### src/logic/usb_tx_settings.svh
/*
 * USB full-speed transmitter settings
 * Line timing and packet framing constants for a 96 MHz clock
 */

`ifndef USB_TX_SETTINGS_SVH
`define USB_TX_SETTINGS_SVH

// Clock cycles per line bit at 12 Mb/s
`define USB_BIT_PERIOD 8

// Consecutive ones before a zero is stuffed
`define USB_STUFF_LIMIT 6

// Seven zeros then a one, sent LSB first
`define USB_SYNC_BYTE 8'h80

// SE0 bit times in the end of packet
`define USB_EOP_SE0_BITS 2

`endif
### src/logic/usb_tx_pkg.sv
/*
 * USB transmitter types
 * Data widths, counters and the controller state encoding
 */

`include "usb_tx_settings.svh"

package usb_tx_pkg;

	// One data byte on the bus
	typedef logic [7:0] byte_t;

	// Bit position within a byte
	typedef logic [2:0] bit_idx_t;

	// Clock phase inside one line bit
	typedef logic [$clog2(`USB_BIT_PERIOD)-1:0] phase_t;

	// Packet sequencing states
	typedef enum logic [2:0] {IDLE, SYNC, PID, DATA, EOP_SE0, EOP_J} tx_state_t;

	// What the encoder puts on the line
	typedef enum logic [1:0] {LINE_DATA, LINE_SE0, LINE_J} line_mode_t;

endpackage

### src/logic/byte_transmitter.sv
/*
 * USB full-speed transmitter top
 * Timer, shifter, stuffer, NRZI encoder and packet controller
 */

`timescale 1ns/1ps

module byte_transmitter import usb_tx_pkg::*;
(
	input  logic  clk,
	input  logic  arst_n,
	input  logic  tx_start,
	input  byte_t pid,
	input  byte_t fifo_byte,
	input  logic  fifo_empty,
	output logic  byte_req,
	output logic  busy,
	output logic  d_plus,
	output logic  d_minus
);

	logic       run;
	logic       bit_tick;
	logic       load;
	byte_t      load_byte;
	logic       tx_bit;
	logic       byte_done;
	logic       stall;
	logic       stuffed_bit;
	logic       stuff_pending;
	line_mode_t line_mode;

	// Packet sequencing
	tx_control control_i (
		.clk           (clk),
		.arst_n        (arst_n),
		.tx_start      (tx_start),
		.pid           (pid),
		.fifo_byte     (fifo_byte),
		.fifo_empty    (fifo_empty),
		.bit_tick      (bit_tick),
		.byte_done     (byte_done),
		.stuff_pending (stuff_pending),
		.run           (run),
		.load          (load),
		.load_byte     (load_byte),
		.byte_req      (byte_req),
		.line_mode     (line_mode),
		.busy          (busy)
	);

	bit_timer timer_i (
		.clk      (clk),
		.arst_n   (arst_n),
		.run      (run),
		.bit_tick (bit_tick)
	);

	byte_shifter shifter_i (
		.clk       (clk),
		.arst_n    (arst_n),
		.bit_tick  (bit_tick),
		.stall     (stall),
		.load      (load),
		.load_byte (load_byte),
		.tx_bit    (tx_bit),
		.byte_done (byte_done)
	);

	bit_stuffer stuffer_i (
		.clk           (clk),
		.arst_n        (arst_n),
		.bit_tick      (bit_tick),
		.tx_bit        (tx_bit),
		.stuffed_bit   (stuffed_bit),
		.stall         (stall),
		.stuff_pending (stuff_pending)
	);

	// Line drivers
	nrzi_encoder encoder_i (
		.clk         (clk),
		.arst_n      (arst_n),
		.bit_tick    (bit_tick),
		.stuffed_bit (stuffed_bit),
		.line_mode   (line_mode),
		.d_plus      (d_plus),
		.d_minus     (d_minus)
	);

endmodule

### src/logic/tx_control.sv
/*
 * Transmit controller
 * Sequences SYNC, PID, FIFO payload and EOP, and gates the bit timer
 */

`timescale 1ns/1ps

`include "usb_tx_settings.svh"

module tx_control import usb_tx_pkg::*;
(
	input  logic       clk,
	input  logic       arst_n,
	input  logic       tx_start,
	input  byte_t      pid,
	input  byte_t      fifo_byte,
	input  logic       fifo_empty,
	input  logic       bit_tick,
	input  logic       byte_done,
	input  logic       stuff_pending,
	output logic       run,
	output logic       load,
	output byte_t      load_byte,
	output logic       byte_req,
	output line_mode_t line_mode,
	output logic       busy
);

	localparam int SE0_W = $clog2(`USB_EOP_SE0_BITS + 1);
	// Mode changes reach the encoder on the same tick they are made
	localparam logic [SE0_W-1:0] SE0_LAST = SE0_W'(`USB_EOP_SE0_BITS);

	tx_state_t        state;
	byte_t            pid_q;
	logic             drain;
	logic [SE0_W-1:0] se0_cnt;
	logic             j_end;
	logic             start;
	logic             in_body;
	logic             take_byte;

	// Accept a start only when idle
	assign start = (state == IDLE) && tx_start;

	// PID or payload byte in flight, no stuff wait yet
	assign in_body = ((state == PID) || (state == DATA)) && !drain;

	// Next payload byte pulled at the end of a byte
	assign take_byte = in_body && byte_done && !fifo_empty;

	// Byte staging for the shifter
	always_ff @(posedge clk)
	begin
		if (start)
		begin
			pid_q     <= pid;
			load_byte <= `USB_SYNC_BYTE;
		end
		else if ((state == SYNC) && byte_done)
			load_byte <= pid_q;
		else if (take_byte)
			load_byte <= fifo_byte;
	end

	always_ff @(posedge clk or negedge arst_n)
	begin
		if (!arst_n)
		begin
			state     <= IDLE;
			run       <= 1'b0;
			busy      <= 1'b0;
			load      <= 1'b0;
			byte_req  <= 1'b0;
			line_mode <= LINE_J;
			drain     <= 1'b0;
			se0_cnt   <= '0;
			j_end     <= 1'b0;
		end
		else
		begin
			// Strobes last one cycle
			load     <= 1'b0;
			byte_req <= 1'b0;
			j_end    <= 1'b0;
			case (state)
				IDLE:
				begin
					if (start)
					begin
						state     <= SYNC;
						run       <= 1'b1;
						busy      <= 1'b1;
						load      <= 1'b1;
						line_mode <= LINE_DATA;
					end
				end
				SYNC:
				begin
					if (byte_done)
					begin
						state <= PID;
						load  <= 1'b1;
					end
				end
				PID, DATA:
				begin
					if (take_byte)
					begin
						state    <= DATA;
						load     <= 1'b1;
						byte_req <= 1'b1;
					end
					else if ((drain || byte_done) && !stuff_pending)
					begin
						// Source empty and nothing owed
						state     <= EOP_SE0;
						line_mode <= LINE_SE0;
						drain     <= 1'b0;
					end
					else if (byte_done)
						// Owed stuff bit goes out before EOP
						drain <= 1'b1;
				end
				EOP_SE0:
				begin
					if (bit_tick)
					begin
						if (se0_cnt == SE0_LAST)
						begin
							se0_cnt   <= '0;
							state     <= EOP_J;
							line_mode <= LINE_J;
						end
						else
							se0_cnt <= se0_cnt + 1'b1;
					end
				end
				EOP_J:
				begin
					// Release one cycle after the J tick
					if (j_end)
					begin
						state <= IDLE;
						run   <= 1'b0;
						busy  <= 1'b0;
					end
					else if (bit_tick)
						j_end <= 1'b1;
				end
				default:
					state <= IDLE;
			endcase
		end
	end

	a_req_in_body: assert property (@(posedge clk) disable iff (!arst_n)
		byte_req |-> ($past(state) inside {PID, DATA}))
		else $error("byte_req outside PID or DATA");

endmodule

### src/logic/nrzi_encoder.sv
/*
 * NRZI encoder
 * Turns the stuffed bit stream into J and K line states, plus SE0 and idle J
 */

`timescale 1ns/1ps

module nrzi_encoder import usb_tx_pkg::*;
(
	input  logic       clk,
	input  logic       arst_n,
	input  logic       bit_tick,
	input  logic       stuffed_bit,
	input  line_mode_t line_mode,
	output logic       d_plus,
	output logic       d_minus
);

	// Stuffed bit settles one cycle after the tick
	logic tick_q;

	// Line level, high means J
	logic lvl;
	logic data_lvl;

	// Zero toggles the line, one keeps it
	assign data_lvl = stuffed_bit ? lvl : ~lvl;

	always_ff @(posedge clk or negedge arst_n)
	begin
		if (!arst_n)
		begin
			tick_q  <= 1'b0;
			lvl     <= 1'b1;
			d_plus  <= 1'b1;
			d_minus <= 1'b0;
		end
		else
		begin
			tick_q <= bit_tick;
			if (tick_q)
			begin
				case (line_mode)
					LINE_DATA:
					begin
						lvl     <= data_lvl;
						d_plus  <= data_lvl;
						d_minus <= ~data_lvl;
					end
					LINE_SE0:
					begin
						// Both low, level kept
						d_plus  <= 1'b0;
						d_minus <= 1'b0;
					end
					default:
					begin
						// Idle J, next packet starts from J
						lvl     <= 1'b1;
						d_plus  <= 1'b1;
						d_minus <= 1'b0;
					end
				endcase
			end
		end
	end

	a_no_se1: assert property (@(posedge clk) disable iff (!arst_n)
		!(d_plus && d_minus))
		else $error("SE1 driven on the line");

endmodule

### src/logic/bit_stuffer.sv
/*
 * Bit stuffer
 * Counts runs of ones and forces a zero bit after the limit is reached
 */

`timescale 1ns/1ps

`include "usb_tx_settings.svh"

module bit_stuffer
(
	input  logic clk,
	input  logic arst_n,
	input  logic bit_tick,
	input  logic tx_bit,
	output logic stuffed_bit,
	output logic stall,
	output logic stuff_pending
);

	localparam int CNT_W = $clog2(`USB_STUFF_LIMIT + 1);
	localparam logic [CNT_W-1:0] LIMIT = CNT_W'(`USB_STUFF_LIMIT);

	logic [CNT_W-1:0] ones;
	logic             owe;

	// Shifter hold and EOP delay both follow the owed stuff bit
	assign stall         = owe;
	assign stuff_pending = owe;

	always_ff @(posedge clk or negedge arst_n)
	begin
		if (!arst_n)
		begin
			ones        <= '0;
			owe         <= 1'b0;
			stuffed_bit <= 1'b1;
		end
		else if (bit_tick)
		begin
			if (owe)
			begin
				// Stuff tick, the data bit waits
				stuffed_bit <= 1'b0;
				ones        <= '0;
				owe         <= 1'b0;
			end
			else if (tx_bit)
			begin
				stuffed_bit <= 1'b1;
				ones        <= ones + 1'b1;
				owe         <= (ones == LIMIT - 1'b1);
			end
			else
			begin
				stuffed_bit <= 1'b0;
				// Any zero breaks the run
				ones        <= '0;
			end
		end
	end

	a_run_limit: assert property (@(posedge clk) disable iff (!arst_n)
		ones <= LIMIT)
		else $error("ones run exceeded stuffing limit");

endmodule

### src/logic/byte_shifter.sv
/*
 * Byte shifter
 * Presents a loaded byte one bit per tick, LSB first, holding on stuffs
 */

`timescale 1ns/1ps

module byte_shifter import usb_tx_pkg::*;
(
	input  logic  clk,
	input  logic  arst_n,
	input  logic  bit_tick,
	input  logic  stall,
	input  logic  load,
	input  byte_t load_byte,
	output logic  tx_bit,
	output logic  byte_done
);

	byte_t    sr;
	bit_idx_t idx;
	logic     advance;

	// Move on only for real data ticks
	assign advance = bit_tick && !stall;

	// Current bit is always the low end
	assign tx_bit = sr[0];

	// Data path
	always_ff @(posedge clk)
	begin
		if (load)
			sr <= load_byte;
		else if (advance)
			// Zeros fill in behind the last bit
			sr <= {1'b0, sr[7:1]};
	end

	// Position tracking
	always_ff @(posedge clk or negedge arst_n)
	begin
		if (!arst_n)
		begin
			idx       <= '0;
			byte_done <= 1'b0;
		end
		else
		begin
			byte_done <= 1'b0;
			if (load)
				idx <= '0;
			else if (advance)
			begin
				idx <= idx + 1'b1;
				// Bit 7 just went out
				byte_done <= &idx;
			end
		end
	end

endmodule

### src/logic/bit_timer.sv
/*
 * Bit timer
 * Divides the system clock into one strobe per line bit while running
 */

`timescale 1ns/1ps

`include "usb_tx_settings.svh"

module bit_timer import usb_tx_pkg::*;
(
	input  logic clk,
	input  logic arst_n,
	input  logic run,
	output logic bit_tick
);

	// Last phase before wrap
	localparam phase_t LAST = phase_t'(`USB_BIT_PERIOD - 1);

	phase_t phase;

	always_ff @(posedge clk or negedge arst_n)
	begin
		if (!arst_n)
		begin
			phase    <= '0;
			bit_tick <= 1'b0;
		end
		else if (!run)
		begin
			// Parked at zero so the first tick follows run directly
			phase    <= '0;
			bit_tick <= 1'b0;
		end
		else
		begin
			bit_tick <= (phase == '0);
			phase    <= (phase == LAST) ? '0 : phase + 1'b1;
		end
	end

	// First tick lands on the cycle after run rises
	a_first_tick: assert property (@(posedge clk) disable iff (!arst_n)
		$rose(run) |=> bit_tick)
		else $error("no bit_tick on the cycle after run rose");

endmodule

### config.mk
export PLATFORM = sky130hd
export DESIGN_NAME = byte_transmitter
export DESIGN_NICKNAME = d
export VERILOG_FILES = /design/src/logic/usb_tx_pkg.sv /design/src/logic/byte_transmitter.sv /design/src/logic/tx_control.sv /design/src/logic/nrzi_encoder.sv /design/src/logic/bit_stuffer.sv /design/src/logic/byte_shifter.sv /design/src/logic/bit_timer.sv
export VERILOG_INCLUDE_DIRS = /design/src /design/src/logic
export SDC_FILE = /design/constraint.sdc
export NUM_CORES = 1
export LEC_CHECK = 0
export ABC_AREA = 0
export BUFFER_PORTS_ARGS = -buffer_cell sky130_fd_sc_hd__buf_2
export CORE_MARGIN = 4
export CORE_UTILIZATION = 39
export CTS_BUF_LIST = sky130_fd_sc_hd__clkbuf_4 sky130_fd_sc_hd__clkbuf_8
export DETAILED_ROUTE_END_ITERATION = 6
export GPL_TIMING_DRIVEN = 0
export SLEW_MARGIN = 20
export SYNTH_ARGS = -nofsm -noshare
export SYNTH_HDL_FRONTEND = slang
export SYNTH_SLANG_ARGS = --single-unit
### constraint.sdc
create_clock -name clk -period 1.95 [get_ports clk]
set_clock_uncertainty 0.15 [all_clocks]
set_input_delay 0.39 -clock clk [delete_from_list [all_inputs] [get_ports clk]]
set_output_delay 0.39 -clock clk [all_outputs]
set_load 0.01 [all_outputs]
---- Yosys cells after proc, flatten, opt, wreduce, memory -nomap -nowiden ----
Index checks and enable logic that the tools add are counted.
Widths: inputs -> output; s select.
storage, ports and cells
  logic and storage cells ................. 124
  register bits after elaboration ......... 53
  output and inout port bits .............. 4
  memory bits (read-only) ................. 0
  RAM bits ................................ 0
  latch bits .............................. 0
  memories ................................ 0
operators by class
  multiplexer cells ....................... 49
  equal/unequal tests ..................... 17
  divide/modulo/power cells ............... 0
  shift operators ......................... 0
  bitwise logic cells ..................... 4
  multipliers ............................. 0
  add/subtract/negate cells ............... 4
  order comparisons ....................... 0
  reduce and logical (&&, ||, !) cells .... 28
operators by type and width
  kind                 count
  $mux 3               13
  $mux 8               4
  $mux 1               20
  $pmux 3 s5           1
  $eq 3x3->1 const B   4
  $mux 2               6
  $ne 2x1->1 const B   6
  $reduce_and 6->1     2
  $add 3x1->3 const B  3
  $reduce_and 3->1     3
  $reduce_bool 2->1    4
  $logic_and 1x1->1    7
  $eq 3x2->1 const B   2
  $logic_not 3->1      2
  $pmux 1 s2           3
  $pmux 2 s3           1
  $not 1->1            4
  $reduce_and 2->1     2
  $eq 3x1->1 const B   1
  $logic_not 1->1      3
  $ne 3x1->1 const B   1
  $pmux 1 s3           1
  $reduce_bool 3->1    1
  $add 2x1->2 const B  1
  6 further kinds      7

---- Longest topological paths before layout ----
  depth in word-level cells ............... 7
  depth in mapped cells ................... 5

---- Hierarchy ----
A second synthesis with hierarchy kept.
second synthesis, totals
  cells, all modules ...................... 201
  area, all modules ....................... 2422.3 µm²
modules (own cells, without submodules)
  module        cells an instance  instances  area an instance (µm²)  seq. area each (µm²)
  tx_control    112                1          1236.2                  701.9
  byte_shifter  35                 1          559.3                   340.3
  bit_stuffer   25                 1          274.0                   126.4
  bit_timer     13                 1          181.4                   100.1
  nrzi_encoder  16                 1          171.4                   102.6

---- Least setup slack after synthesis ----
No wires, ideal clock.
  path type ............................... reg-to-reg
  from .................................... register control_i.state[2]
  to ...................................... register control_i.load_byte[7]
  setup time .............................. 120 ps
  required time ........................... 1680 ps
  setup slack ............................. 158 ps
  stages on the path, launching flop included .. 5
  clock period less this slack ............ 1792 ps
  arrival time ............................ 1523 ps
  cells stage by stage .................... dfrtp_1 -> nand2b_1 -> nor2_4 -> mux2_1 -> a211o_1
on the way
  cells in the longest elaborated chain, start to end .. 6
ends and longest elaborated chain
  item                            line               text
  start, declared                 tx_control.sv:33   tx_state_t state;
  start signal, assigned          tx_control.sv:69   state <= IDLE;
  start signal, assigned          tx_control.sv:90   state <= SYNC;
  start signal, assigned          tx_control.sv:101  state <= PID;
  $eq 3x2->1                      tx_control.sv:46   assign in_body = ((state == PID) || (state == DATA)) && !drain;
  $logic_or 1x1->1                tx_control.sv:46
  $logic_and 1x1->1               tx_control.sv:46
  $logic_and 1x1->1 (2 in a row)  tx_control.sv:49   assign take_byte = in_body && byte_done && !fifo_empty;
  $reduce_bool 2->1 (no line)     n/a
  end signal, assigned            tx_control.sv:57   load_byte <= `USB_SYNC_BYTE;
  end signal, assigned            tx_control.sv:60   load_byte <= pid_q;
  end signal, assigned            tx_control.sv:62   load_byte <= fifo_byte;
  end, declared                   tx_control.sv:23   output byte_t load_byte,
Several ways; a longest one is shown, not always the timed one.
A chain may end at the register's enable or synchronous reset.

---- Worst setup path in the final report ----
  from .................................... register control_i.state[2]
  to ...................................... register control_i.pid_q[3] (enable)
on the way
  cells in the longest elaborated chain, start to end .. 2
ends and longest elaborated chain
  item                       line              text
  $logic_not 3->1            tx_control.sv:43  assign start = (state == IDLE) && tx_start;
  $logic_and 1x1->1          tx_control.sv:43
  named net control_i.start  tx_control.sv:38  logic start;
  end signal, assigned       tx_control.sv:56  pid_q <= pid;
  end, declared              tx_control.sv:34  byte_t pid_q;
The timed path passes the listed nets, and every way through them passes these cells.

==> flow_summary_export.csv <==
group,metric,value,unit
run_status,run_status,"complete, no violations",
synth,syn-mean-instance-area,12.1,um2
power,p_int,2160,uW
clocking,ctsRootBufferMaster,"sky130_fd_sc_hd__clkbuf_8",
synth,synth_top_cell_area_share,0.270,
synth,async_flop_share,0.547,
sta,finalWorstPathRequiredPeriod,1.78,ns
routing,count_of_tritonroute_iterations_in_the_first_routing_pass,6,
cells_and_area,area_growth,13.8,%
synth,mappedNetlistArea,0.00232,mm2
hold_path,holdCritStartpoint,"pid[2]",
critical_path,worstSetupPathType,"reg -> reg",
critical_path,crit_chain,"nand2b_1 > nor3_4",
critical_path,cpMaxStageDelayCell,"sky130_fd_sc_hd__nor3_4",
power,share_comb_of_total_power,0.270,
floorplan,ioPinCount,24,
sta,setup_total_negative_slack,0,ns
floorplan,floorplan.core_area,0.00564,mm2
cells_and_area,fillCellCount,513,
sta,timing_hold_violations_final,0,
cells_and_area,finish.utilization,0.467,
cells_and_area,multi_input_area,882,um2
synth,number_of_distinct_standard_cells_referenced_by_the_synthesized_netlist,41,
cells_and_area,finalNonFillerCells,296,
routing,drt-total-wl,3.61,mm
synth,synth-compound-area-share,0.0913,
synth,synthFlopType,"sky130_fd_sc_hd__dfrtp_1",
run,max_cap_violations,0,
synth,number_of_synthesized_flops_with_an_enable_pin,16,
routing,route.detailed.wl_per_inst,12.2,um
sta,final-setup-viol-count,0,
synth,synth.area.mux_share,0.0967,
clocking,tritoncts,"done",
synth,synth_top_family_by_area,"simple AND/OR/NAND/NOR gates",
synth,synth_seq_area_share,0.592,
global_routing,globalRouteTotalUtil,0.108,
sta,final_max_slew_viol_count,0,
synth,post_synth_inst_count,191,
routing,vias,1408,
placement,place_hpwl,2.61,mm
clocking,clock_sinks,53,
sta,timing.slew.headroom,0.546,
clocking,clkLatencyLatePin,0.30,ns
synth,post_synth_main_area_contributors,"sky130_fd_sc_hd__dfrtp_1 27%, sky130_fd_sc_hd__edfxtp_1 21%, sky130_fd_sc_hd__dfxtp_1 6.9%",
cells_and_area,drive_gt1_frac,0.237,
floorplan,die-height,85.1,um
routing,drt.antenna.violating_nets,0,
power,p_clk_frac,0.194,
clocking,htreeDepth,2,
sta,worst_pin_slew,0.678,ns
synth,post_synth_most_frequent_cells,"26 x sky130_fd_sc_hd__nor2_1, 25 x sky130_fd_sc_hd__dfrtp_1, 16 x sky130_fd_sc_hd__edfxtp_1",
critical_path,critical_path.reg2reg.startpoint,"control_i.state[2]$_DFFE_PN0P_",
power,power.share.switching,0.320,
clocking,clk_pin_slew_worst_paths,0.10,ns
critical_path,worstPathMaxFanout,17,
clocking,tritoncts_buffer_count,5,
global_routing,grt_overflow_total,0,
floorplan,core.rowCount,27,
hold_path,worst_hold_path_type,"in -> reg",
critical_path,critical_path_startpoint,"control_i.state[2]$_DFFE_PN0P_",
placement,gp_routability_congestion,0.738,
synth,yosys_register_bits,53,
synth,synth-adder-area-share,0.0378,
global_routing,grt_max_degree,30,
synth,xor_and_xnor_area_share_after_synthesis,0.00756,
routing,detailedRoute.firstIterationViolations,62,
placement,port_buffers,23,
power,total_switching_power,1010,uW
synth,synth_area_leader_cell,"sky130_fd_sc_hd__dfrtp_1",
synth,yosys.cell_count.top_type,"sky130_fd_sc_hd__nor2_1",
clocking,cts.path.max_buffers,2,
power,worst_ir_drop_vdd,0.545,mV
critical_path,data_required_time_at_the_worst_endpoint,1.75,ns
placement,place.detailed.instances,286,
global_routing,first_global_vias,1343,
cells_and_area,finish.net_count,250,
power,power.sequential.fraction,0.536,
synth,syn_nets,218,
synth,synth.yosys.warnings,0,
routing,remaining_drc_errors,0,
synth,synth_simple_gate_area_frac,0.145,
sta,post-route-period-util,0.915,
floorplan,die-area,0.00724,mm2
floorplan,fp.dieW,85.1,um
cells_and_area,regArea,0.00137,mm2
critical_path,crit_path_max_incr_delay,0.56,ns
critical_path,critical_path_sink_type,"flop",
global_routing,grt_first_pass_wirelength,6.29,mm
cells_and_area,antenna_cells,0,
critical_path,critPathLaunchType,"flop",
power,p_leak,0.00109,uW
routing,detail_route.vias_per_cell,4.76,
floorplan,initial_core_util,0.411,
power,power-per-cell-area,1200,mW/mm2
critical_path,cp.arrival,1.58,ns
global_routing,antenna_found_initial,0,
sta,grt_setup_unrepaired,"no",
sta,max_freq,0.561,GHz
[state kept, by name, indices dropped and copies added, names as in the netlist, 2 cells and up]
name                 cells
control_i.line_mode      2
control_i.load_byte      8
control_i.pid_q          8
control_i.se0_cnt        2
control_i.state          3
shifter_i.idx            3
shifter_i.sr             8
stuffer_i.ones           3
timer_i.phase            3
[metal layers]
| layer | up-vias | global-route usage | routed length, um |
|---|---|---|---|
| li1 | 735 | - | - |
| met1 | 644 | 0.147 | 1800 |
| met2 | 25 | 0.160 | 1600 |
| met3 | 4 | 0.0320 | 174 |
| met4 | 0 | 0.0432 | 38 |
| met5 | - | 0 | 0 |
[layout by cell type, fill, tap and decap left out, drive strengths merged, types with 5 or more instances in the layout]
cell type,instances
mux2i,10
edfxtp,16
dfxtp,8
dfrtp,25
mux2,11
o21ai,11
nand2b,10
buf,27
ha,7
clkbuf,7
inv,10
a211oi,7
nor3,5
nor2,27
nand3,6
[cells by family (layout without fill, tap and decap cells)]
group                      Yosys count  in the layout
AOI/OAI and AO/OA                   30             30
and+or+nand+nor                     64             64
muxes                               21             21
adders and majority gates            7              7
buffers and inverters               14             47
DFF                                 53             53
xor gates and xnor gates             2              2
[metrics by stage]
stage	hold slack [ns]	setup WS [ns]	cell area (um2)	power [uW]
after floorplan	-0.0556	0.158	2320	2350
after global placement	0.269	-0.117	2520	2560
after detailed placement	0.269	-0.110	2520	2590
after CTS	0.0957	0.108	2640	3220
after global routing	0.0904	0.0447	2640	3430
final	0.104	0.167	2640	3170
[critical path, delay by kind of cell, from the launching register on]
kind / cells / cell delay [ns]
flops: 1 / 0.46
simple gates: 2 / 0.82
[area by class of cell]
cell class,instances,area share
Clock buffer,5,0.0261
Tap cell,72,0.0342
Multi-Input combinational cell,124,0.335
Inverter,9,0.0128
Sequential cell,53,0.521
Clock inverter,3,0.00807
Buffer,5,0.0133
Timing Repair Buffer,25,0.0503
[worst paths after layout]
path	end	slack [ns]	cells after the start
min reg2reg	timer_i.bit_tick$_DFF_PN0_	0.28	1
max in group asynchronous	timer_i.bit_tick$_DFF_PN0_	0.69	2
min	control_i.pid_q[2]$_DFFE_PP_	0.10	1
min in group asynchronous	timer_i.phase[0]$_DFF_PN0_	0.50	2
max	control_i.pid_q[3]$_DFFE_PP_	0.17	2
max reg2reg	control_i.pid_q[3]$_DFFE_PP_	0.17	2
[power by group through the flow]
stage               Combinational (uW)  Sequential (uW)  Clock (uW)
global placement                   843             1720           0
floorplan                          669             1680           0
CTS                                876             1700         639
finish                             858             1700         615
global route                      1000             1740         687
detailed placement                 861             1730           0
[repair_timing]
action | 4_1_cts | 5_1_grt
setup buffers | 1 | 0
endpoints found under the setup margin | 17 | 2
hold buffers | 1 | 0
gates cloned | 0 | 0
pin swaps | 1 | 0
endpoints found under the hold margin | 25 | 0
gates resized for setup | 1 | 1
(Power assumes the default switching activity.)
